### config.mk
export PLATFORM = sky130hd
export DESIGN_NAME = tag_resp_out
export DESIGN_NICKNAME = d
export VERILOG_FILES = /design/src/hw/icache_tag_pkg.sv /design/src/hw/tag_resp_out.sv
export VERILOG_INCLUDE_DIRS = /design/src /design/src/include
export SDC_FILE = /design/constraint.sdc
export NUM_CORES = 1
export LEC_CHECK = 0
export ABC_AREA = 1
export BUFFER_PORTS_ARGS = -buffer_cell sky130_fd_sc_hd__buf_2
export CORE_AREA = 3 3 61 58
export DETAILED_ROUTE_END_ITERATION = 7
export DIE_AREA = 0 0 64 61
export GPL_TIMING_DRIVEN = 0
export PLACE_DENSITY_LB_ADDON = 0.25
export SYNTH_ARGS = -nofsm -noshare
export SYNTH_HDL_FRONTEND = slang
export SYNTH_SLANG_ARGS = --single-unit
### constraint.sdc
create_clock -name clk0 -period 0.8 [get_ports clk0]
set_input_delay 0.08 -clock clk0 [delete_from_list [all_inputs] [get_ports clk0]]
set_output_delay 0.08 -clock clk0 [all_outputs]
set_load 0.005 [all_outputs]
### src/include/icache_tag_defs.svh
`ifndef ICACHE_TAG_DEFS_SVH
`define ICACHE_TAG_DEFS_SVH

// Number of sets in the tag store
`define ICT_SETS 64

// Set index bits, log2 of the set count
`define ICT_IDX_W 6

// Tag bits per way-entry
`define ICT_TAG_W 23

// Associativity
`define ICT_WAYS 2

// One SRAM word holds both way-entries
`define ICT_WORD_W 48

`endif
### src/hw/icache_tag_pkg.sv
`include "icache_tag_defs.svh"

package icache_tag_pkg;

  // Plain vector types
  typedef logic [`ICT_IDX_W-1:0] set_idx_t;
  typedef logic [`ICT_TAG_W-1:0] tag_t;
  // Tag in the upper bits, set index in the lower bits
  typedef logic [`ICT_TAG_W+`ICT_IDX_W-1:0] line_addr_t;
  // One lane per way
  typedef logic [`ICT_WAYS-1:0] way_mask_t;

  // One way-entry, valid bit above the tag
  typedef struct packed {
    logic valid;
    tag_t tag;
  } tag_entry_t;

  // Full SRAM word, way 1 in the upper half
  typedef struct packed {
    tag_entry_t way1;
    tag_entry_t way0;
  } tag_word_t;

  typedef enum logic [1:0] {
    LOOKUP = 2'd0,
    FILL   = 2'd1,
    INVAL  = 2'd2
  } tag_op_e;

  typedef struct packed {
    tag_op_e    op;
    line_addr_t line_addr;
  } tag_req_t;

  // Port command, enables active high
  typedef struct packed {
    logic      cs;
    logic      we;
    way_mask_t mask;
    set_idx_t  idx;
    tag_word_t word;
  } sram_cmd_t;

  typedef struct packed {
    tag_op_e    op;
    line_addr_t line_addr;
    logic       hit;
    logic       way;
  } tag_resp_t;

endpackage

### src/hw/tag_resp_out.sv
`timescale 1ns/100ps

module tag_resp_out
  import icache_tag_pkg::*;
(
  input  logic      clk0,
  input  logic      init,
  input  logic      hit_valid,
  input  tag_resp_t hit_resp,
  output logic      resp_valid,
  output tag_resp_t resp
);

  // Strobe lasts one cycle per staged response
  always_ff @(posedge clk0 or posedge init) begin
    if (init) begin
      resp_valid <= 1'b0;
    end else begin
      resp_valid <= hit_valid;
    end
  end

  // Payload only loads on a strobe
  // Last response stays visible between strobes
  always_ff @(posedge clk0) begin
    if (hit_valid) begin
      resp <= hit_resp;
    end
  end

endmodule

==> summary.txt <==
Status
  • Status: finished with violations
  • Violated checks: setup timing

Routing
  • 1st-iter DRT viols: 19
  • Vias: 770
  • Drt via density: 4.10
  • Post-DR wirelength/cell: 13.1 um
  • # DRC: 0
  • Final ANT Viol Nets: 0
  • Drt pass-1 iters: 4
  • Routed Wire Length: 2460 um

Place
  • Place WS: -0.233 ns
  • Port buffer count: 69
  • Placed Area: 1420 um2
  • Final GP Congestion: 0.695
  • Placed cell count: 146

Floorplanning
  • Row cnt: 19
  • IO Count: 70
  • Die extent in y: 61 um
  • Chip width: 64 um
  • Starting Density: 34.3%
  • Die area: 3900 um2
  • Core area: 2970 um2

Cells and area
  • Area Growth Syn to Fin: 77.2%
  • Final instance area: 1810 um2
  • Area taken by multi-input logic gates: 0 um2
  • Layout Cells excl Fill: 188
  • Number of diodes: 0
  • Final net count: 181
  • Share of post-route cells with drive strength above 1: 50.7%
  • Multi-input gates: 0

Pwr
  • Leakage: 0.780 nW
  • Total Power: 3.39 mW
  • VDD IR max: 1.12 mV
  • Pwr dens: 1870 nW/um2

GRT
  • Largest net degree at the start of global routing: 35
  • Grt ovf: 0
  • GRT Total Usage: 13.7%
  • Vias in the first global route: 807
  • Initial antenna violation count: 0
  • First-pass GRT wire length: 3800 um

STA
  • Achievable Freq: 1070 MHz
  • Slew HR: 51.6%
  • Final cycle utilization of the critical path: 116%
  • Hold Slack: 0.118 ns
  • Worst setup margin: -0.131 ns
  • Slew Limit Fails: 0
  • Final setup fails: 34
  • RSZ-0062 raised after global routing: true
  • Final hold vios: 0
  • Tmin final: 0.931 ns
  • Worst Max-Slew Pin Slew: 0.727 ns

Logic synthesis
  • Seq cells post-synth: 34
  • Net count after synthesis: 71
  • Seq/Total Area, Yosys: 99.6%
  • Synth unique cells: 3
  • Largest area contributor in the netlist: edfxtp_1
  • Most instantiated library cell after synthesis: edfxtp_1
  • Post-synth top flop: edfxtp_1
  • Gate Count Post-Synth: 35
  • Synthesized area per cell: 29.1 um2
  • Ys Warns: 0
  • Number of synthesized flops with an enable pin: 33
  • Cell Area, Synth: 1020 um2
  • Area contributors post-synth: edfxtp_1 (97%), dfrtp_1 (2.5%), inv_1 (0.37%)
  • Post-synth top area share: 97.2%
  • Ys async rst share: 2.94%
  • Commonest cells post-synth: edfxtp_1 (33), dfrtp_1 (1), inv_1 (1)

Clock network
  • Cts bufs inserted: 5
  • Post-CTS Setup Bufs: 0
  • Root buf cell: clkbuf_4
  • Clock transition at path regs: 0.09 ns
  • Clock sink count: 34
  • H-tree Lvls: 2
  • CTS tree: yes
  • Max clock buf depth: 2

Worst hold path
  • Worst hold path type: primary input to asynchronous set/reset pin

Worst setup path
  • Crit path DAT: 0.85 ns
  • Worst path cell trace: buf_2
  • Startpoint Class: flop
  • Critical path class: flop to output pin
  • Crit path buffers/inverters: 1
  • Worst path top cell family by delay: flip-flops
  • Slowest CP cell: edfxtp_1
  • Worst Setup End Kind: output pin
  • CP Data Required Time: 0.72 ns
  • Slowest stage delay, CP: 0.39 ns
  • Critical path fanouts, max: 1

Job
  • Max_cap viols: 0
==> report_power, final <==
| group | total (mW) | leakage (nW) | internal [mW] | switching (mW) |
|---|---|---|---|---|
| registers | 2.14 | 0.335 | 2.11 | 0.0324 |
| logic | 0.396 | 0.419 | 0.251 | 0.144 |
| clock network | 0.853 | 0.0265 | 0.350 | 0.503 |
| total | 3.39 | 0.780 | 2.71 | 0.680 |
==> sequential cells by signal, summed over array words and instances (netlist names) <==
name        count
resp_valid      1
resp           33
==> layout by cell type, fill, tap and decap left out <==
cell,n
buf_2,69
dlygate4sd3_1,34
dfrtp_1,1
clkbuf_4,5
edfxtp_1,33
inv_1,1
clkbuf_1,3
==> routing by layer <==
metal,track usage (%),share of wire [%]
met5,0,0
met4,6.15,3.1
met3,7.04,9.8
met2,25.2,56
met1,13.0,31
==> worst paths after layout <==
path / start / endpoint / slack (ns) / depth (start not counted)
worst min-delay path: init / resp_valid / 0.12 / 3
worst max-delay path: resp[16] / resp[16] / -0.13 / 1
max in group asynchronous: init / resp_valid / 0.59 / 3
min in group clk0: hit_valid / resp_valid / 0.25 / 1
==> area by class of cell <==
type	instances	area [um2]
fillers	230	1160
flip-flops and latches	34	1020
repair buffers	103	686
well taps	42	52.6
clock buffers	8	48.8
inverters	1	3.75
==> metrics by stage <==
step	util, %	setup TNS [ns]
floorplan	-	0
global placement	47.7	-7.04
detailed placement	47.7	-7.70
CTS	60.8	-4.13
global route	60.8	-5.33
finish	60.8	-3.52
==> cell families after synthesis <==
kind of cell | after synthesis | synth area share, %
buf+inv | 1 | 0.368
flops | 34 | 99.6
==> repair_timing <==
item / 4_1_cts / 5_1_grt
gates resized for setup: 0 / 0
hold buffers: 34 / 0
endpoints found under the hold margin: 34 / 0
cloned: 0 / 0
setup endpoints to repair: 34 / 34
(Power assumes the default switching activity.)
