### src/include/icache_tag_defs.svh
`ifndef ICACHE_TAG_DEFS_SVH
`define ICACHE_TAG_DEFS_SVH

// Number of sets in the tag store
`define ICT_SETS 64

// Set index bits, log2 of the set count
`define ICT_IDX_W 6

// Tag bits per way-entry
`define ICT_TAG_W 23

// Associativity
`define ICT_WAYS 2

// One SRAM word holds both way-entries
`define ICT_WORD_W 48

`endif
### src/hw/icache_tag_pkg.sv
`include "icache_tag_defs.svh"

package icache_tag_pkg;

  // Plain vector types
  typedef logic [`ICT_IDX_W-1:0] set_idx_t;
  typedef logic [`ICT_TAG_W-1:0] tag_t;
  // Tag in the upper bits, set index in the lower bits
  typedef logic [`ICT_TAG_W+`ICT_IDX_W-1:0] line_addr_t;
  // One lane per way
  typedef logic [`ICT_WAYS-1:0] way_mask_t;

  // One way-entry, valid bit above the tag
  typedef struct packed {
    logic valid;
    tag_t tag;
  } tag_entry_t;

  // Full SRAM word, way 1 in the upper half
  typedef struct packed {
    tag_entry_t way1;
    tag_entry_t way0;
  } tag_word_t;

  typedef enum logic [1:0] {
    LOOKUP = 2'd0,
    FILL   = 2'd1,
    INVAL  = 2'd2
  } tag_op_e;

  typedef struct packed {
    tag_op_e    op;
    line_addr_t line_addr;
  } tag_req_t;

  // Port command, enables active high
  typedef struct packed {
    logic      cs;
    logic      we;
    way_mask_t mask;
    set_idx_t  idx;
    tag_word_t word;
  } sram_cmd_t;

  typedef struct packed {
    tag_op_e    op;
    line_addr_t line_addr;
    logic       hit;
    logic       way;
  } tag_resp_t;

endpackage

### src/hw/tag_req_decode.sv
`timescale 1ns/100ps

`include "icache_tag_defs.svh"

module tag_req_decode
  import icache_tag_pkg::*;
(
  input  logic      clk0,
  input  logic      init,
  input  logic      req_valid,
  input  tag_req_t  req,
  input  sram_cmd_t wb_cmd,
  output sram_cmd_t sram_cmd,
  output logic      stage_valid,
  output tag_op_e   stage_op,
  output tag_t      stage_tag,
  output set_idx_t  stage_idx
);

  // Address split, index in the low bits
  set_idx_t req_idx;
  tag_t     req_tag;

  assign req_idx = req.line_addr[`ICT_IDX_W-1:0];
  assign req_tag = req.line_addr[`ICT_IDX_W +: `ICT_TAG_W];

  // Port mux
  // Write-back owns the port, else a read of the requested set
  always_comb begin
    if (wb_cmd.cs) begin
      sram_cmd = wb_cmd;
    end else begin
      sram_cmd      = '0;
      sram_cmd.cs   = req_valid;
      sram_cmd.we   = 1'b0;
      sram_cmd.idx  = req_idx;
    end
  end

  // Stage valid follows the request strobe
  always_ff @(posedge clk0 or posedge init) begin
    if (init) begin
      stage_valid <= 1'b0;
    end else begin
      stage_valid <= req_valid;
    end
  end

  // Op, tag and index wait one cycle for the read word
  always_ff @(posedge clk0) begin
    if (req_valid) begin
      stage_op  <= req.op;
      stage_tag <= req_tag;
      stage_idx <= req_idx;
    end
  end

  // Write-back slot must be an idle request cycle
  a_no_req_on_wb: assert property (
    @(posedge clk0) disable iff (init)
    wb_cmd.cs |-> !req_valid
  );

  // Fill or invalidate is followed by one idle cycle
  a_rmw_spacing: assert property (
    @(posedge clk0) disable iff (init)
    (req_valid && (req.op != LOOKUP)) |=> !req_valid
  );

endmodule

### config.mk
export PLATFORM = sky130hd
export DESIGN_NAME = tag_req_decode
export DESIGN_NICKNAME = d
export VERILOG_FILES = /design/src/hw/icache_tag_pkg.sv /design/src/hw/tag_req_decode.sv
export VERILOG_INCLUDE_DIRS = /design/src /design/src/include
export SDC_FILE = /design/constraint.sdc
export NUM_CORES = 1
export LEC_CHECK = 0
export BUFFER_PORTS_ARGS = -buffer_cell sky130_fd_sc_hd__buf_2
export CORE_MARGIN = 3
export CORE_UTILIZATION = 25
export DETAILED_ROUTE_END_ITERATION = 8
export GPL_TIMING_DRIVEN = 0
export PLACE_DENSITY = 0.66
export SYNTH_ARGS = -nofsm -noshare
export SYNTH_HDL_FRONTEND = slang
export SYNTH_SLANG_ARGS = --single-unit
### constraint.sdc
create_clock -name clk0 -period 0.8 [get_ports clk0]
set_input_delay 0.04 -clock clk0 [delete_from_list [all_inputs] [get_ports clk0]]
set_output_delay 0.04 -clock clk0 [all_outputs]
set_load 0.02 [all_outputs]
==> impl_metrics.yaml, run 1 <==
placed_design:
  place_worst_setup_slack_ps: -214
  dp_hpwl_mm: 4.00
  place_congestion: 0.808
  io_buffers: 180
  dpl-instance-area_mm2: 0.00241
worst_setup_path:
  cp.arrival_ps: 850
  worstPathRequired_ps: 760
  cp-start-kind: "register"
  critPathKind: "reg2out"
  end_kind: "output pin"
  crit_family: "flip-flops"
  critical_path.max_stage_delay_ps: 420
  critPathSlowestCell: "edfxtp_1"
  crit_chain: "buf_6"
  path_buf_inv: 1
  cp_max_fo: 1
floorplan:
  start_util: 0.269
  core_mm2: 0.00530
  rows: 26
  dieArea_mm2: 0.00664
  fp.dieH_um: 81.5
  die_w_um: 81.5
  io_pins: 182
routing:
  dr.pass1.iters: 6
  wl_mm: 5.69
  drc_errors: 0
  wl_per_cell_um: 14.7
  vias_per_cell: 4.11
  drt_iter0_markers: 60
  vias: 1592
  antenna_left: 0
timing:
  layout_min_cycle_time_ps: 893
  tightest_slew_ps: 292
  post-route-period-util: 1.12
  setup-violations-final: 32
  worst_slack_ps: -93.4
  rsz0062_at_grt: "true"
  fmax_mhz: 1120
  timing.hold.ws_ps: 31.5
  slew_headroom: 0.806
  hold_viol: 0
  drv_slew: 0
finish:
  final_common_cell: "buf_2"
  design_area_mm2: 0.00301
  diodes: 0
  post-route-util: 0.567
  layout.nets: 408
  syn_to_final_growth_pct: 111
  fillers: 430
  drive_gt1_frac: 0.631
  layout_common_cells: "156 x buf_2, 51 x and2_1, 32 x dlygate4sd3_1"
run_status:
  status: "finished with violations"
  violations: "negative setup slack"
power:
  p_per_area_mw_per_mm2: 1620
  p_leak_nw: 1.53
  peakVddDrop_v: 0.000990
logic_synthesis:
  synth-seq-cells: 32
  synthDistinctLibCells: 8
  syn_avg_cell_area_um2: 14.7
  synth_seq_area_share: 0.671
  syn_area_mm2: 0.00142
  syn_inst: 97
  synth_warnings: 0
  synth.net_count: 189
clock_tree:
  clkSlewWorstSetupHoldPaths_ps: 70
  clk_path_buf_depth: 2
  cts.htree.levels: 2
  cts_setup_buffers: 0
  cts_tree: "built"
  cts.sinks: 32
  numCtsBuffers: 5
  clock-root-buffer: "clkbuf_8"
job:
  maxCapViolCount: 0
grt:
  grt_pass1_vias: 1606
  track_usage: 0.146
  overflow: 0
  antenna_found_initial: 0
  grt_pass1_wl_mm: 7.27
  grt_max_degree: 34
hold_path:
  hold_path.class: "in2reg"
## registers in the layout (all words and copies together), names as in the netlist
| register | count |
|---|---|
| stage_tag | 23 |
| stage_valid | 1 |
| stage_op | 2 |
| stage_idx | 6 |
## per-stage QoR
step	TNS, ps	total power [mW]	std cells
after floorplan	0	2.62	97
after global placement	-5410	3.14	347
after detailed placement	-5660	3.16	347
after CTS	-1480	4.75	387
after global routing	-2680	5.11	387
final	-1520	4.88	387
## cells in the mapped netlist, drive strengths merged
master  instances  area, µm²
and2           51        319
or2             1       6.26
dfrtp           1       25.0
edfxtp         31        931
buf             6       48.8
inv             1       3.75
mux2            6       90.1
## layer usage
layer,track usage,up-vias,wire length [µm]
met5,0,-,0
met4,0.0507,0,47
met3,0.0493,4,596
met2,0.277,114,3020
met1,0.146,714,2030
li1,-,760,-
## final timing paths
| kind | cells past startpoint | endpoint | startpoint |
|---|---|---|---|
| max in group asynchronous | 3 | stage_valid$_DFF_PP0_ | init |
| max | 1 | stage_tag[17] | stage_tag[17]$_DFFE_PP_ |
| min in group asynchronous | 3 | stage_valid$_DFF_PP0_ | init |
| min | 1 | stage_valid$_DFF_PP0_ | req_valid |
## cell families (layout without fill, tap and decap cells)
group	Yosys count	in the layout	synth area share
buffers and inverters	7	227	0.0369
flip-flops	32	32	0.671
multiplexers	6	6	0.0633
AND/OR/NAND/NOR	52	52	0.228
## power by group
part           internal, mW  total, mW  switching [mW]
Combinational         0.683       1.36           0.678
Clock                 0.923       1.47           0.552
Sequential             1.99       2.04          0.0576
## layout make-up
cell class / instances / area [µm²] / share of cell area
sequential: 32 / 956 / 0.318
clock inverter: 2 / 35.0 / 0.0116
tap: 70 / 87.6 / 0.0291
inverter: 1 / 3.75 / 0.00125
timing repair buffer: 212 / 1390 / 0.462
buffer: 6 / 48.8 / 0.0162
clock buffer: 6 / 72.6 / 0.0241
multi-input combinational: 58 / 415 / 0.138
## repair_timing
action / CTS / global route
gates cloned: 0 / 0
setup endpoints to repair: 33 / 32
endpoints found under the hold margin: 32 / 0
gates resized for setup: 6 / 48
pin swaps: 0 / 0
hold buffers: 32 / 0
Power figures use the tool's default switching activity.
==> inputs of run 2 (changes only) <==
Settings changed: ABC_AREA set to 1, PLACE_DENSITY 0.66 to unset.
==> impl_metrics.yaml, run 2 <==
run_status:
  status: "finished with violations"
  violations: "negative setup slack"
routing:
  antenna_left: 0
  wl_mm: 5.11
  drt_iter0_markers: 48
  vias_per_cell: 3.88
  wl_per_cell_um: 11.3
  dr.pass1.iters: 4
  drc_errors: 0
  vias: 1760
finish:
  diodes: 0
  drive_gt1_frac: 0.510
  final_common_cell: "buf_2"
  stdcell_count: 454
  largest-register: "stage_tag"
  multi_input_area_um2: 265
  layout_common_cells: "157 x buf_2, 69 x nand2_1, 52 x inv_1"
  post-route-util: 0.546
  syn_to_final_growth_pct: 108
  ff_latch_area_um2: 956
  top_regs: "stage_tag x23, stage_idx x6, stage_op x2"
  fillers: 495
  largest_reg_flops: 23
  layout.nets: 473
floorplan:
  fp.dieH_um: 82.8
  dieArea_mm2: 0.00685
  io_pins: 182
  start_util: 0.263
  rows: 27
  die_w_um: 82.8
  core_mm2: 0.00561
grt:
  grt_max_degree: 34
  grt_pass1_vias: 1596
  overflow: 0
  antenna_found_initial: 0
  grt_pass1_wl_mm: 6.70
  track_usage: 0.128
logic_synthesis:
  async_reset_ff_frac: 0.0313
  yosys.area.top_type_share: 0.632
  synth_xor_area_frac: 0
  synth_area_leaders: "edfxtp_1 63%, nand2_1 18%, inv_1 13%, buf_6 2.3%, dfrtp_1 1.7%"
  synth_seq_area_share: 0.649
  synth-seq-cells: 32
  synth_compound_area_frac: 0
  ys.flop_type: "edfxtp_1"
  synth_warnings: 0
  syn_area_mm2: 0.00147
  synth_fa_ha_area_frac: 0
  yosysTopAreaCell: "edfxtp_1"
  yosysMostFrequentCell: "nand2_1"
  synth_top_family_by_area: "simple AND/OR/NAND/NOR gates"
  synth_edf_count: 31
  synthSimpleGateAreaFrac: 0.180
  synth.net_count: 254
  synth_common_cells: "69 x nand2_1, 52 x inv_1, 31 x edfxtp_1"
  syn_avg_cell_area_um2: 9.10
  synthMuxAreaShare: 0
  syn_inst: 162
  synthDistinctLibCells: 8
timing:
  fmax_mhz: 1140
  hold_viol: 0
  rsz0062_at_grt: "true"
  slew_headroom: 0.809
  tightest_slew_ps: 287
  drv_slew: 0
  worst_slack_ps: -80.0
  layout_min_cycle_time_ps: 880
  setup-violations-final: 32
  post-route-period-util: 1.10
worst_setup_path:
  cp.arrival_ps: 840
  critPathSlowestCell: "edfxtp_1"
  crit_family: "flip-flops"
  cp-startpoint: "stage_tag[3]$_DFFE_PP_"
  cp_max_fo: 1
  path_buf_inv: 1
  endpoint: "stage_tag[3]"
  worstPathRequired_ps: 760
  critPathKind: "reg2out"
  cp_num_cells: 1
  cp-start-kind: "register"
  end_kind: "output pin"
  critical_path.max_stage_delay_ps: 410
  crit_chain: "buf_6"
hold_path:
  hold_path.class: "in2reg"
placed_design:
  post-place-cells: 414
  dp_hpwl_mm: 3.66
  io_buffers: 180
  place_congestion: 0.697
  place_worst_setup_slack_ps: -186
clock_tree:
  clk_path_buf_depth: 2
  clkSlewWorstSetupHoldPaths_ps: 60
  cts.sinks: 32
  clock-root-buffer: "clkbuf_8"
  numCtsBuffers: 5
  cts.htree.levels: 2
  cts_tree: "built"
power:
  p_per_area_mw_per_mm2: 1590
  peakVddDrop_v: 0.00110
  p_leak_nw: 1.92
job:
  maxCapViolCount: 0
[run 2: cell count changes after synthesis, sizes merged]
cell / previous run / this run
inv: 1 / 53
mux2: 6 / 0
nand2: 0 / 69
buf: 6 / 7
and2: 51 / 0
[run 2: what timing repair did]
item,4_1_cts,5_1_grt
setup endpoints to repair,33,33
gates resized for setup,11,43
setup buffers,0,0
endpoints found under the hold margin,32,0
hold buffers,32,0
[run 2: logic make-up (layout without fill, tap and decap cells)]
| logic type | after synthesis | count (layout) |
|---|---|---|
| buffers and inverters | 60 | 280 |
| flip-flops | 32 | 32 |
| AND/OR/NAND/NOR | 70 | 70 |
[run 2: through the flow]
step	TNS, ps	hold WS, ps	power, mW	cell area (µm²)
6_report	-1430	23.1	4.86	3060
4_1_cts	-1460	99.2	4.77	2930
2_1_floorplan	0	-231	2.62	1470
5_1_grt	-2560	15.3	5.12	3060
3_3_place_gp	-5390	-126	3.15	2460
3_5_place_dp	-5480	-113	3.16	2460
[run 2: report_power, final]
| part | switching [mW] | total (mW) | internal, mW |
|---|---|---|---|
| logic | 0.713 | 1.35 | 0.640 |
| clock network | 0.536 | 1.46 | 0.922 |
| registers | 0.0572 | 2.04 | 1.99 |
[run 2: worst min path at each step]
stage,from,slack [ps],to,depth (start not counted)
CTS,req_valid,100,stage_valid$_DFF_PP0_,1
finish,req_valid,20,stage_valid$_DFF_PP0_,1
global placement,init,-130,stage_valid$_DFF_PP0_,2
detailed placement,init,-110,stage_valid$_DFF_PP0_,2
floorplan,init,-230,stage_valid$_DFF_PP0_,1
global route,req_valid,20,stage_valid$_DFF_PP0_,1
[run 2: layout make-up]
| type | count | area share |
|---|---|---|
| Buffer | 7 | 0.0176 |
| Clock buffer | 6 | 0.0237 |
| Clock inverter | 2 | 0.0114 |
| Multi-Input combinational cell | 70 | 0.0866 |
| Timing Repair Buffer | 212 | 0.454 |
| Sequential cell | 32 | 0.312 |
| Tap cell | 72 | 0.0294 |
| Inverter | 53 | 0.0650 |
[run 2: layer usage]
metal,track usage,vias up,share of wire
li1,-,894,-
met1,0.120,733,0.34
met2,0.256,120,0.52
met3,0.0302,13,0.12
met4,0.0572,0,0.026
met5,0,-,0
