### src/include/icache_tag_defs.svh
`ifndef ICACHE_TAG_DEFS_SVH
`define ICACHE_TAG_DEFS_SVH

// Number of sets in the tag store
`define ICT_SETS 64

// Set index bits, log2 of the set count
`define ICT_IDX_W 6

// Tag bits per way-entry
`define ICT_TAG_W 23

// Associativity
`define ICT_WAYS 2

// One SRAM word holds both way-entries
`define ICT_WORD_W 48

`endif
### src/hw/icache_tag_pkg.sv
`include "icache_tag_defs.svh"

package icache_tag_pkg;

  // Plain vector types
  typedef logic [`ICT_IDX_W-1:0] set_idx_t;
  typedef logic [`ICT_TAG_W-1:0] tag_t;
  // Tag in the upper bits, set index in the lower bits
  typedef logic [`ICT_TAG_W+`ICT_IDX_W-1:0] line_addr_t;
  // One lane per way
  typedef logic [`ICT_WAYS-1:0] way_mask_t;

  // One way-entry, valid bit above the tag
  typedef struct packed {
    logic valid;
    tag_t tag;
  } tag_entry_t;

  // Full SRAM word, way 1 in the upper half
  typedef struct packed {
    tag_entry_t way1;
    tag_entry_t way0;
  } tag_word_t;

  typedef enum logic [1:0] {
    LOOKUP = 2'd0,
    FILL   = 2'd1,
    INVAL  = 2'd2
  } tag_op_e;

  typedef struct packed {
    tag_op_e    op;
    line_addr_t line_addr;
  } tag_req_t;

  // Port command, enables active high
  typedef struct packed {
    logic      cs;
    logic      we;
    way_mask_t mask;
    set_idx_t  idx;
    tag_word_t word;
  } sram_cmd_t;

  typedef struct packed {
    tag_op_e    op;
    line_addr_t line_addr;
    logic       hit;
    logic       way;
  } tag_resp_t;

endpackage

### src/hw/tag_match_replace.sv
`timescale 1ns/100ps

`include "icache_tag_defs.svh"

module tag_match_replace
  import icache_tag_pkg::*;
(
  input  logic      clk0,
  input  logic      init,
  input  logic      stage_valid,
  input  tag_op_e   stage_op,
  input  tag_t      stage_tag,
  input  set_idx_t  stage_idx,
  input  tag_word_t rdata,
  output sram_cmd_t wb_cmd,
  output logic      hit_valid,
  output tag_resp_t hit_resp
);

  // One replacement bit per set, names the next victim
  logic [`ICT_SETS-1:0] repl_q;

  tag_entry_t entry0;
  tag_entry_t entry1;
  logic       match0;
  logic       match1;
  logic       hit;
  logic       hit_way;
  logic       victim;
  logic       wr_en;
  logic       wr_way;
  logic       resp_way;
  tag_entry_t new_entry;

  assign entry0 = rdata.way0;
  assign entry1 = rdata.way1;

  // Tag compare per way
  assign match0 = entry0.valid && (entry0.tag == stage_tag);
  assign match1 = entry1.valid && (entry1.tag == stage_tag);
  assign hit    = match0 || match1;

  // Way 0 wins a double match, zero on a miss
  assign hit_way = !match0 && match1;

  // Free way first, else the replacement bit
  always_comb begin
    if (!entry0.valid) begin
      victim = 1'b0;
    end else if (!entry1.valid) begin
      victim = 1'b1;
    end else begin
      victim = repl_q[stage_idx];
    end
  end

  // Only fill miss and invalidate hit touch the array
  assign wr_en = stage_valid &&
                 (((stage_op == FILL) && !hit) || ((stage_op == INVAL) && hit));
  assign wr_way = (stage_op == FILL) ? victim : hit_way;

  // Fill writes a valid entry, invalidate writes zeros
  assign new_entry.valid = (stage_op == FILL);
  assign new_entry.tag   = (stage_op == FILL) ? stage_tag : '0;

  // Same entry in both halves, mask picks the lane
  always_comb begin
    wb_cmd           = '0;
    wb_cmd.cs        = wr_en;
    wb_cmd.we        = wr_en;
    wb_cmd.idx       = stage_idx;
    wb_cmd.word.way0 = new_entry;
    wb_cmd.word.way1 = new_entry;
    if (wr_en) begin
      wb_cmd.mask = wr_way ? 2'b10 : 2'b01;
    end
  end

  // Reported way is the victim on a fill miss
  assign resp_way = ((stage_op == FILL) && !hit) ? victim : hit_way;

  // Replacement update
  // Lookup hit and fill miss point away from the used way
  always_ff @(posedge clk0 or posedge init) begin
    if (init) begin
      repl_q <= '0;
    end else if (stage_valid) begin
      if ((stage_op == LOOKUP) && hit) begin
        repl_q[stage_idx] <= !hit_way;
      end else if ((stage_op == FILL) && !hit) begin
        repl_q[stage_idx] <= !victim;
      end
    end
  end

  always_ff @(posedge clk0 or posedge init) begin
    if (init) begin
      hit_valid <= 1'b0;
    end else begin
      hit_valid <= stage_valid;
    end
  end

  // Staged response payload
  always_ff @(posedge clk0) begin
    if (stage_valid) begin
      hit_resp.op        <= stage_op;
      hit_resp.line_addr <= {stage_tag, stage_idx};
      hit_resp.hit       <= hit;
      hit_resp.way       <= resp_way;
    end
  end

  // Fill never duplicates a tag, so a set holds it at most once
  a_no_dup_tag: assert property (
    @(posedge clk0) disable iff (init)
    stage_valid |-> !(match0 && match1)
  );

endmodule

### config.mk
export PLATFORM = sky130hd
export DESIGN_NAME = tag_match_replace
export DESIGN_NICKNAME = d
export VERILOG_FILES = /design/src/hw/icache_tag_pkg.sv /design/src/hw/tag_match_replace.sv
export VERILOG_INCLUDE_DIRS = /design/src /design/src/include
export SDC_FILE = /design/constraint.sdc
export NUM_CORES = 1
export LEC_CHECK = 0
export ABC_AREA = 1
export BUFFER_PORTS_ARGS = -buffer_cell sky130_fd_sc_hd__buf_4
export CAP_MARGIN = 20
export CORE_UTILIZATION = 36
export CTS_CLUSTER_DIAMETER = 100
export DETAILED_ROUTE_END_ITERATION = 10
export GPL_TIMING_DRIVEN = 0
export PLACE_DENSITY = 0.66
export SLEW_MARGIN = 20
export SYNTH_ARGS = -nofsm -noshare
export SYNTH_HDL_FRONTEND = slang
export SYNTH_SLANG_ARGS = --single-unit
export TNS_END_PERCENT = 5
### constraint.sdc
create_clock -name clk0 -period 4.2 [get_ports clk0]
set_clock_uncertainty 0.1 [all_clocks]
set_input_delay 0.63 -clock clk0 [delete_from_list [all_inputs] [get_ports clk0]]
set_output_delay 0.63 -clock clk0 [all_outputs]
set_load 0.02 [all_outputs]
==> metrics.txt, run 1 <==
I/O pins 174; first-pass GRT wire length 39.30 mm; post-synth cell types 25; vias per std cell 4.784; Flop pwr share 42.6%; CP max FO 10; final worst slack 0.6147 ns; final critical-path required period 3.585 ns; Int Pwr 0.001647 W; status finished, final reports clean; FF+latch count, synth 98; final hold viol count 0; Max Cap Viol 0; r2r worst-path depth 14; Crit. Startpoint stage_idx[0]; critical path endpoint category output port; Required @ worst endpoint 3.47 ns; CORE AREA 0.02043 mm^2; chip height 147.3 um; DP Wirelength 18.93 mm; Tcrit/Tclk final 85.36%; final wirelength 25.12 mm; Cell Area, Synth 0.007597 mm^2; r2r endpoint repl_q[36]$_DFFE_PP0P_; Placement Cell Area 0.009264 mm^2; fraction of layout cells with a size suffix above 1 18.96%; clock slew at reported path FFs 0.08 ns; Setup Viol. Count Final 0; pre-CTS WS 0.6654 ns; Worst Max-Slew Pin Slew 0.8182 ns; Mean Syn Cell Area 5.903 um^2; Antenna Violating Nets Remaining 0; post-synthesis sequential area ratio 34.45%; Routability Congestion 0.9132; Cells after Synth 1,287; RSZ-0062 raised after global routing no; final net count 1,554; Logic pwr share 23.2%; CP Cell Sequence buf_4 > inv_2 > buf_2 > nand2_1 > nand2_1 > nand2_1 > nand2_1 > nand2_1 > a21oi_1 > nor2_1 > nand3_1 > nand2_1 > buf_4 > o21ai_1 > inv_1 > nor2_1 > buf_4; CTS tree yes; FF-to-FF setup slack 1.96 ns; DIE WIDTH 147.3 um; EDFF count, synth 33; Root Driver clkbuf_16; Slew headroom 45.25%; number of gates resized after cts 0; Ys Warns 0; P_leak 5.439 nW; clock sinks 98; post-CTS setup buffers 0; Clock Power Share 34.2%; Worst path top cell family by delay buffers and inverters; Worst Setup Path Type in -> out; worst hold path type in -> async; hold buffer count at cts 0; initial core utilization 37.19%; crit path buf inv count 6; crit path DAT 2.86 ns; Initial DRC Count 521; clock latency on the worst-skew pair 0.37 ns; port bufs 173; pwr dens 255.0 mW/mm^2; H-Tree Depth 3; final setup TNS 0 ns; wire per inst 14.38 um; initial antenna violation count 0; die area 0.02169 mm^2; vias in the first global route 7,456; crit start category input pin; Clock Path Buffers 2; CTS Buf Count 9; Pre-antenna DRT Iters 5; Final Slew Violations 0; largest net degree at the start of global routing 48; reg2reg start repl_q[28]$_DFFE_PP0P_; critical path depth in cells 17; Async SR Flop Fraction 66.33%; Layout Area Growth over Synthesis 25.71%; Design Area, Final 0.009550 mm^2; via count 8,357; Remaining DRCs 0; GRT Total Usage 23.21%; VDD IR-drop max 0.0002070 V; Antenna Cells 0; switching share of power 32.38%; Mapped Nets 1,369; CP peak stage delay 0.29 ns; worst hold slack 0.1139 ns; row count 52; Crit-path slowest cell buf_2; P_sw 0.0007884 W; grt ovf 0; fmax 278.9 MHz; dominant synthesized flop cell dfrtp_1; most frequent cell on the critical path nand2_1
==> flip-flops by register name, indices dropped and copies added (netlist names) <==
| register | flops |
|---|---|
| hit_resp | 33 |
| hit_valid | 1 |
| repl_q | 64 |
==> through the flow <==
| stage | util [%] | total power, W | cells |
|---|---|---|---|
| 2_1_floorplan | - | 0.001363 | 1287 |
| 4_1_cts | 46.75 | 0.002459 | 1747 |
| 3_3_place_gp | 45.20 | 0.001608 | 1730 |
| 3_5_place_dp | 45.35 | 0.001617 | 1731 |
| 5_1_grt | 46.75 | 0.002543 | 1747 |
| 6_report | 46.75 | 0.002435 | 1747 |
==> routing by layer <==
metal,track usage [%],wire (um)
met1,31.38,11030
met2,37.67,11460
met3,3.106,1893
met4,8.608,735
met5,0,0
==> worst max path at each step <==
stage,slack [ns],end
3_3_place_gp,0.66,wb_cmd[55]
6_report,0.61,wb_cmd[55]
3_5_place_dp,0.67,wb_cmd[55]
5_1_grt,0.37,wb_cmd[55]
4_1_cts,0.65,wb_cmd[55]
2_1_floorplan,1.33,wb_cmd[55]
==> power by group through the flow <==
stage                     Clock, W  Combinational [W]  Sequential [W]
after global routing      0.000889           0.000613         0.00104
after detailed placement         0           0.000560         0.00106
after global placement           0           0.000552         0.00106
after floorplan                  0           0.000273         0.00109
after CTS                 0.000860           0.000562         0.00104
final                     0.000834           0.000564         0.00104
==> cell usage after synthesis, drive strengths merged, types with 6 or more instances <==
cell type | count | share of area [%]
buf | 61 | 5.3
clkinv | 6 | 0.30
dfrtp | 65 | 21
o21ai | 46 | 3.0
nor3 | 11 | 0.72
nand2 | 482 | 24
clkbuf | 13 | 0.64
edfxtp | 33 | 13
nor2 | 209 | 10
nand4 | 41 | 3.4
inv | 222 | 11
nand3 | 84 | 5.5
==> cell families after synthesis <==
group                     synth area share (%)
AOI/OAI and AO/OA                        3.557
xor gates and xnor gates                0.4611
buffers and inverters                    17.24
DFF                                      34.45
and+or+nand+nor                          44.29
==> final cells by class <==
cell class	count	area [um^2]
tap	270	337.8
clock buffer	9	225.2
sequential	98	2618
timing repair buffer	174	1326
clock inverter	7	61.31
inverter	228	858.3
buffer	74	454.2
fill	2169	10880
multi-input combinational	887	3670
==> placed cells by master, fill, tap and decap left out, types with 6 or more instances in the layout <==
master,count
buf_2,18
buf_4,212
clkbuf_1,13
clkbuf_16,9
clkinv_1,6
dfrtp_1,65
edfxtp_1,33
inv_1,195
inv_2,26
nand2_1,478
nand3_1,84
nand4_1,41
nor2_1,208
nor3_1,11
o21ai_0,39
o21ai_1,7
Power figures use the tool's default switching activity.
==> inputs of run 2 (changes only) <==
ABC_AREA = unset   (was 1)
CORE_UTILIZATION = 45   (was 36)
PLACE_DENSITY = 0.81   (was 0.66)
SETUP_SLACK_MARGIN = 0.4   (was unset)
==> metrics.txt, run 2 <==
status complete, but fails checks; failing checks design-rule violations; P_leak 3.369 nW (-38%); Remaining DRCs 17 (+17); Antenna Violating Nets Remaining 0 (unchanged); grt ovf 0 (unchanged); Pre-antenna DRT Iters 9 (+4); Finished Core Util 63.78% (+17 points); CTS Buf Count 9 (unchanged); Required @ worst endpoint 3.47 ns (about the same); commonest cells in the netlist a31oi_1, dfrtp_1, buf_4, edfxtp_1, xor2_1; final hold viol count 0 (unchanged); I/O pins 174 (unchanged); row count 39 (-25%); CORE AREA 0.01156 mm^2 (-43%); Async SR Flop Fraction 66.33% (unchanged); initial core utilization 46.85% (+9.7 points); Ys Warns 0 (unchanged); post-synth cell types 51 (+100%); final setup TNS 0 ns (unchanged); vias per std cell 6.327 (+32%); clock sinks 98 (unchanged); Top reg by flops repl_q; CP peak stage delay 0.42 ns (+0.13 ns); worst hold path type in -> async; DP Wirelength 13.15 mm (-31%); Clock Path Buffers 2 (unchanged); Worst Setup Path Type in -> out; Initial DRC Count 791 (+52%); dominant synthesized flop cell dfrtp_1; most frequent cells in the layout buf_4, a31oi_1, dfrtp_1; fmax 265.4 MHz (-4.9%); final net count 776 (-50%); Routability Congestion 0.9792 (+7.2%); critical path endpoint category output port; FF+latch count, synth 98 (unchanged); EDFF count, synth 33 (unchanged); Largest register FFs 64 (unchanged); vias in the first global route 5,069 (-32%); CP Cell Sequence buf_4 > clkbuf_2 > and2_1 > a221o_1 > o2bb2ai_1 > a22o_1 > o41ai_4 > nand2b_4 > o31ai_1 > nor2b_1 > buf_4; Slew headroom 34.08% (-11 points); Mean Syn Cell Area 10.64 um^2 (+80%); VDD IR-drop max 0.0001884 V (-9.0%); Setup Viol. Count Final 0 (unchanged); Final Slew Violations 0 (unchanged); final wirelength 18.26 mm (-27%); CTS tree yes; Cells after Synth 509 (-60%); clock latency on the worst-skew pair 0.35 ns (-0.02 ns); die area 0.01248 mm^2 (-42%); first-pass GRT wire length 27.63 mm (-30%); post-synthesis sequential area ratio 48.31% (+14 points); crit start category input pin; fraction of layout cells with a size suffix above 1 38.20% (+19 points); port bufs 173 (unchanged); crit path DAT 3.04 ns (+0.18 ns); Worst Max-Slew Pin Slew 0.9813 ns (+0.1631 ns); pwr dens 359.9 mW/mm^2 (+41%); wire per inst 21.69 um (+51%); top-count cell post-synth a31oi_1; GRT Total Usage 28.97% (+5.8 points); chip height 111.7 um (-24%); DIE WIDTH 111.7 um (-24%); most frequent cell on the critical path buf_4; Layout Area Growth over Synthesis 36.14%; largest net degree at the start of global routing 47 (-2.1%); via count 5,327 (-36%); Root Driver clkbuf_16; RSZ-0062 raised after global routing no; Cell Area, Synth 0.005418 mm^2 (-29%); biggest regs repl_q (64), hit_resp (33), hit_valid (1); Max Cap Viol 0 (unchanged); commonest non-fill, non-tap cell in the layout buf_4; CP max FO 8 (-2); area leader, netlist dfrtp_1; crit path buf inv count 3 (-3); final critical-path required period 3.768 ns (+0.1830 ns); Tcrit/Tclk final 89.72% (+4.4 points); largest cells by area after synthesis dfrtp_1, edfxtp_1, a31oi_1, xor2_1, buf_4; post-CTS setup buffers 0 (unchanged); initial antenna violation count 0 (unchanged); Worst path top cell family by delay compound AO/OA/AOI/OAI gates; Yosys top cell area share 30.02% (+6.4 points); Crit-path slowest cell o41ai_4; Antenna Cells 0 (unchanged); H-Tree Depth 3 (unchanged); Mapped Nets 591 (-57%); clock slew at reported path FFs 0.07 ns (about the same)
==> run 2: cells by family after synthesis <==
| kind of cell | Yosys count | synth area share [%] |
|---|---|---|
| AO/OA/AOI/OAI | 166 | 20.99 |
| flip-flops | 98 | 48.31 |
| AND/OR/NAND/NOR | 96 | 10.14 |
| buffers and inverters | 84 | 9.007 |
| XOR/XNOR | 47 | 7.598 |
| multiplexers | 18 | 3.949 |
==> run 2: cell type report <==
cell class                      instances  area, um^2
Multi-Input combinational cell        327        2365
Fill cell                             889        4189
Timing Repair Buffer                  174        1319
Clock inverter                          6       118.9
Tap cell                              143       178.9
Sequential cell                        98        2618
Clock buffer                           10       250.2
Buffer                                 78       501.7
Inverter                                6       25.02
==> run 2: path summary, 6_finish.rpt <==
check,from,slack [ns],depth (start not counted),endpoint
worst max register to register,repl_q[9]$_DFFE_PP0P_,1.42,10,repl_q[8]$_DFFE_PP0P_
worst min register to register,repl_q[41]$_DFFE_PP0P_,0.44,2,repl_q[41]$_DFFE_PP0P_
min in group clk0,stage_idx[5],0.37,1,hit_resp[7]$_DFFE_PP_
worst min-delay path,init,0.13,2,repl_q[56]$_DFFE_PP0P_
max in group asynchronous,init,3.34,3,repl_q[7]$_DFFE_PP0P_
worst max-delay path,stage_idx[1],0.43,11,wb_cmd[55]
==> run 2: report_power, final <==
group / internal, W / switching [W]
sequential: 0.00107 / 0.0000378
clock: 0.000626 / 0.000377
combinational: 0.000239 / 0.000307
total: 0.00193 / 0.000722
==> run 2: routing by layer <==
metal,wire length (um),vias to the layer above,GRT usage (%)
met2,8708,401,46.17
met1,6867,2548,37.50
li1,-,2306,-
met4,706,0,12.88
met5,0,-,0
met3,1982,72,7.022
==> run 2: per-stage QoR <==
step	setup WS [ns]	hold slack, ns	std cells	power (W)	instance area [um^2]
finish	0.4318	0.1298	842	0.002654	7376
global route	0.3951	0.1491	842	0.002731	7376
global placement	0.3306	0.4218	825	0.001626	6895
detailed placement	0.2600	0.4308	826	0.001645	6918
CTS	0.3862	0.1330	842	0.002643	7317
floorplan	0.8592	0.4078	509	0.001406	5418
==> run 2: timing repair <==
action	in CTS	in global routing
gates resized for setup	10	15
hold buffers	0	0
gates cloned	0	0
pin swaps	1	2
setup endpoints to repair	4	2
==> inputs of run 3 (changes only) <==
clock period = 3.5 ns   (was 4.2 ns; I/O delays follow)
==> metrics.txt, run 3 (synthesis gave the netlist of run 2 again) <==
biggest regs repl_q (64), hit_resp (33), hit_valid (1); H-Tree Depth 3 (unchanged); port bufs 173 (unchanged); initial antenna violation count 0 (unchanged); Clock Path Buffers 2 (unchanged); crit path DAT 2.85 ns (-0.19 ns); fmax 287.9 MHz; r2r endpoint repl_q[4]$_DFFE_PP0P_; RSZ-0062 raised after global routing yes; fraction of layout cells with a size suffix above 1 40.76% (+2.6 points); clock latency on the worst-skew pair 0.35 ns (about the same); Required @ worst endpoint 2.87 ns (-0.60 ns); reg2reg start repl_q[8]$_DFFE_PP0P_; initial core utilization 46.85% (unchanged); DIE WIDTH 111.7 um (unchanged); Top reg by flops repl_q; Root Driver clkbuf_16; largest net degree at the start of global routing 45 (-4.3%); final setup TNS 0 ns (unchanged); CP peak stage delay 0.42 ns (about the same); chip height 111.7 um (unchanged); Pre-antenna DRT Iters 8 (-1); Slew headroom 30.66% (-3.4 points); Placement Cell Area 0.006920 mm^2 (about the same); I/O pins 174 (unchanged); worst hold slack 0.02401 ns (-0.1058 ns); status complete, but fails checks; vias in the first global route 5,009 (-1.2%); CORE AREA 0.01156 mm^2 (unchanged); clock slew at reported path FFs 0.07 ns (about the same); final cell count without fillers 852 (+1.2%); worst hold path type in -> async; commonest non-fill, non-tap cell in the layout buf_4; CP Cell Sequence buf_8 > buf_8 > buf_8 > buf_4 > buf_4 > mux2i_1 > o21ai_1 > o2bb2ai_1 > a22o_1 > o41ai_4 > nand2b_4 > o31ai_4 > nor2b_4 > buf_6; failing checks design-rule violations; most frequent cell on the critical path buf_8; most frequent cells in the layout buf_4, a31oi_1, dfrtp_1; die area 0.01248 mm^2 (unchanged); clock sinks 98 (unchanged); row count 39 (unchanged); pwr dens 392.4 mW/mm^2 (+9.1%); power consumption 0.002925 W (+10%); final hold viol count 0 (unchanged); r2r worst-path depth 10 (unchanged); FF-to-FF setup slack 0.70 ns (-0.72 ns); Antenna Cells 0 (unchanged); final wirelength 19.02 mm (+4.2%); grt ovf 0 (unchanged); DP Wirelength 13.57 mm (+3.2%); first-pass GRT wire length 28.28 mm (+2.4%); Crit-path slowest cell o41ai_4; final critical-path required period 3.473 ns; Worst Max-Slew Pin Slew 1.038 ns (+0.05648 ns); P_leak 3.403 nW (+0.99%); Antenna Violating Nets Remaining 0 (unchanged); Worst Setup Path Type in -> out; Worst path top cell family by delay compound AO/OA/AOI/OAI gates; Final Slew Violations 0 (unchanged); wire per inst 22.33 um (+2.9%); GRT Total Usage 30.06% (+1.1 points); Tcrit/Tclk final 99.24%; Largest register FFs 64 (unchanged); VDD IR-drop max 0.0002196 V (+17%); critical path endpoint category output port; Layout Area Growth over Synthesis 37.60%; Max Cap Viol 0 (unchanged); CTS Buf Count 9 (unchanged); post-placement cell count 826 (unchanged); via count 5,352 (+0.47%); Initial DRC Count 664 (-16%); Design Area, Final 0.007455 mm^2 (+1.1%); CTS tree yes; crit path buf inv count 6 (+3); Routability Congestion 0.9405 (-4.0%); crit start category input pin; Remaining DRCs 16 (-1); Setup Viol. Count Final 0 (unchanged); hold buffer count at cts 0 (unchanged); CP max FO 10 (+2); final net count 786 (+1.3%); vias per std cell 6.282 (-0.71%)
-- run 3: changes by cell type in the layout (fill, tap and decap cells not counted), moves of 2 or more --
cell       delta
o21ai_0       -2
bufinv_16     -3
buf_8         +2
buf_4         +6
nor2_2        +2
nor2_1        -2
clkinv_2      +4
-- run 3: cell type report --
type	instances	area [um^2]
inverters	6	25.02
multi-input cells	327	2437
flip-flops and latches	98	2618
clock inverters	7	43.79
repair buffers	184	1406
fillers	897	4110
clock buffers	9	225.2
well taps	143	178.9
plain buffers	78	520.5
-- run 3: worst max path at each step --
stage / startpoint / to / slack (ns) / cells after the start
3_5_place_dp: stage_idx[2] / wb_cmd[55] / -0.29 / 12
6_report: stage_idx[2] / wb_cmd[55] / 0.03 / 14
4_1_cts: stage_idx[2] / wb_cmd[55] / 0.04 / 12
5_1_grt: stage_idx[2] / wb_cmd[55] / -0.03 / 14
3_3_place_gp: stage_idx[2] / wb_cmd[55] / -0.33 / 12
2_1_floorplan: stage_idx[2] / wb_cmd[55] / 0.39 / 10
-- run 3: metrics by stage --
stage / setup slack, ns / util, %
floorplan: 0.3885 / -
global placement: -0.3299 / 59.65
detailed placement: -0.2922 / 59.84
CTS: 0.03775 / 63.63
global route: -0.02511 / 64.46
finish: 0.02677 / 64.46
-- run 3: power by group --
group | internal (W) | switching [W] | leakage, nW
registers | 0.00128 | 0.0000456 | 1.20
logic | 0.000299 | 0.000378 | 2.06
clock network | 0.000481 | 0.000440 | 0.140
-- run 3: repair_timing --
action                                  in CTS  in global routing
endpoints found under the setup margin      50                 63
gates resized for setup                     32                 17
buffers inserted                             7                  3
gates cloned                                 0                  0
hold endpoints to repair                     0                  0
pin swaps                                    4                  5
-- run 3: per-layer routing --
layer	global-route usage, %	part of all wire (%)	routed length, um
met3	4.682	9.0	1707
met5	0	0	0
met2	47.62	49	9237
met4	15.32	3.5	671
met1	40.16	39	7406
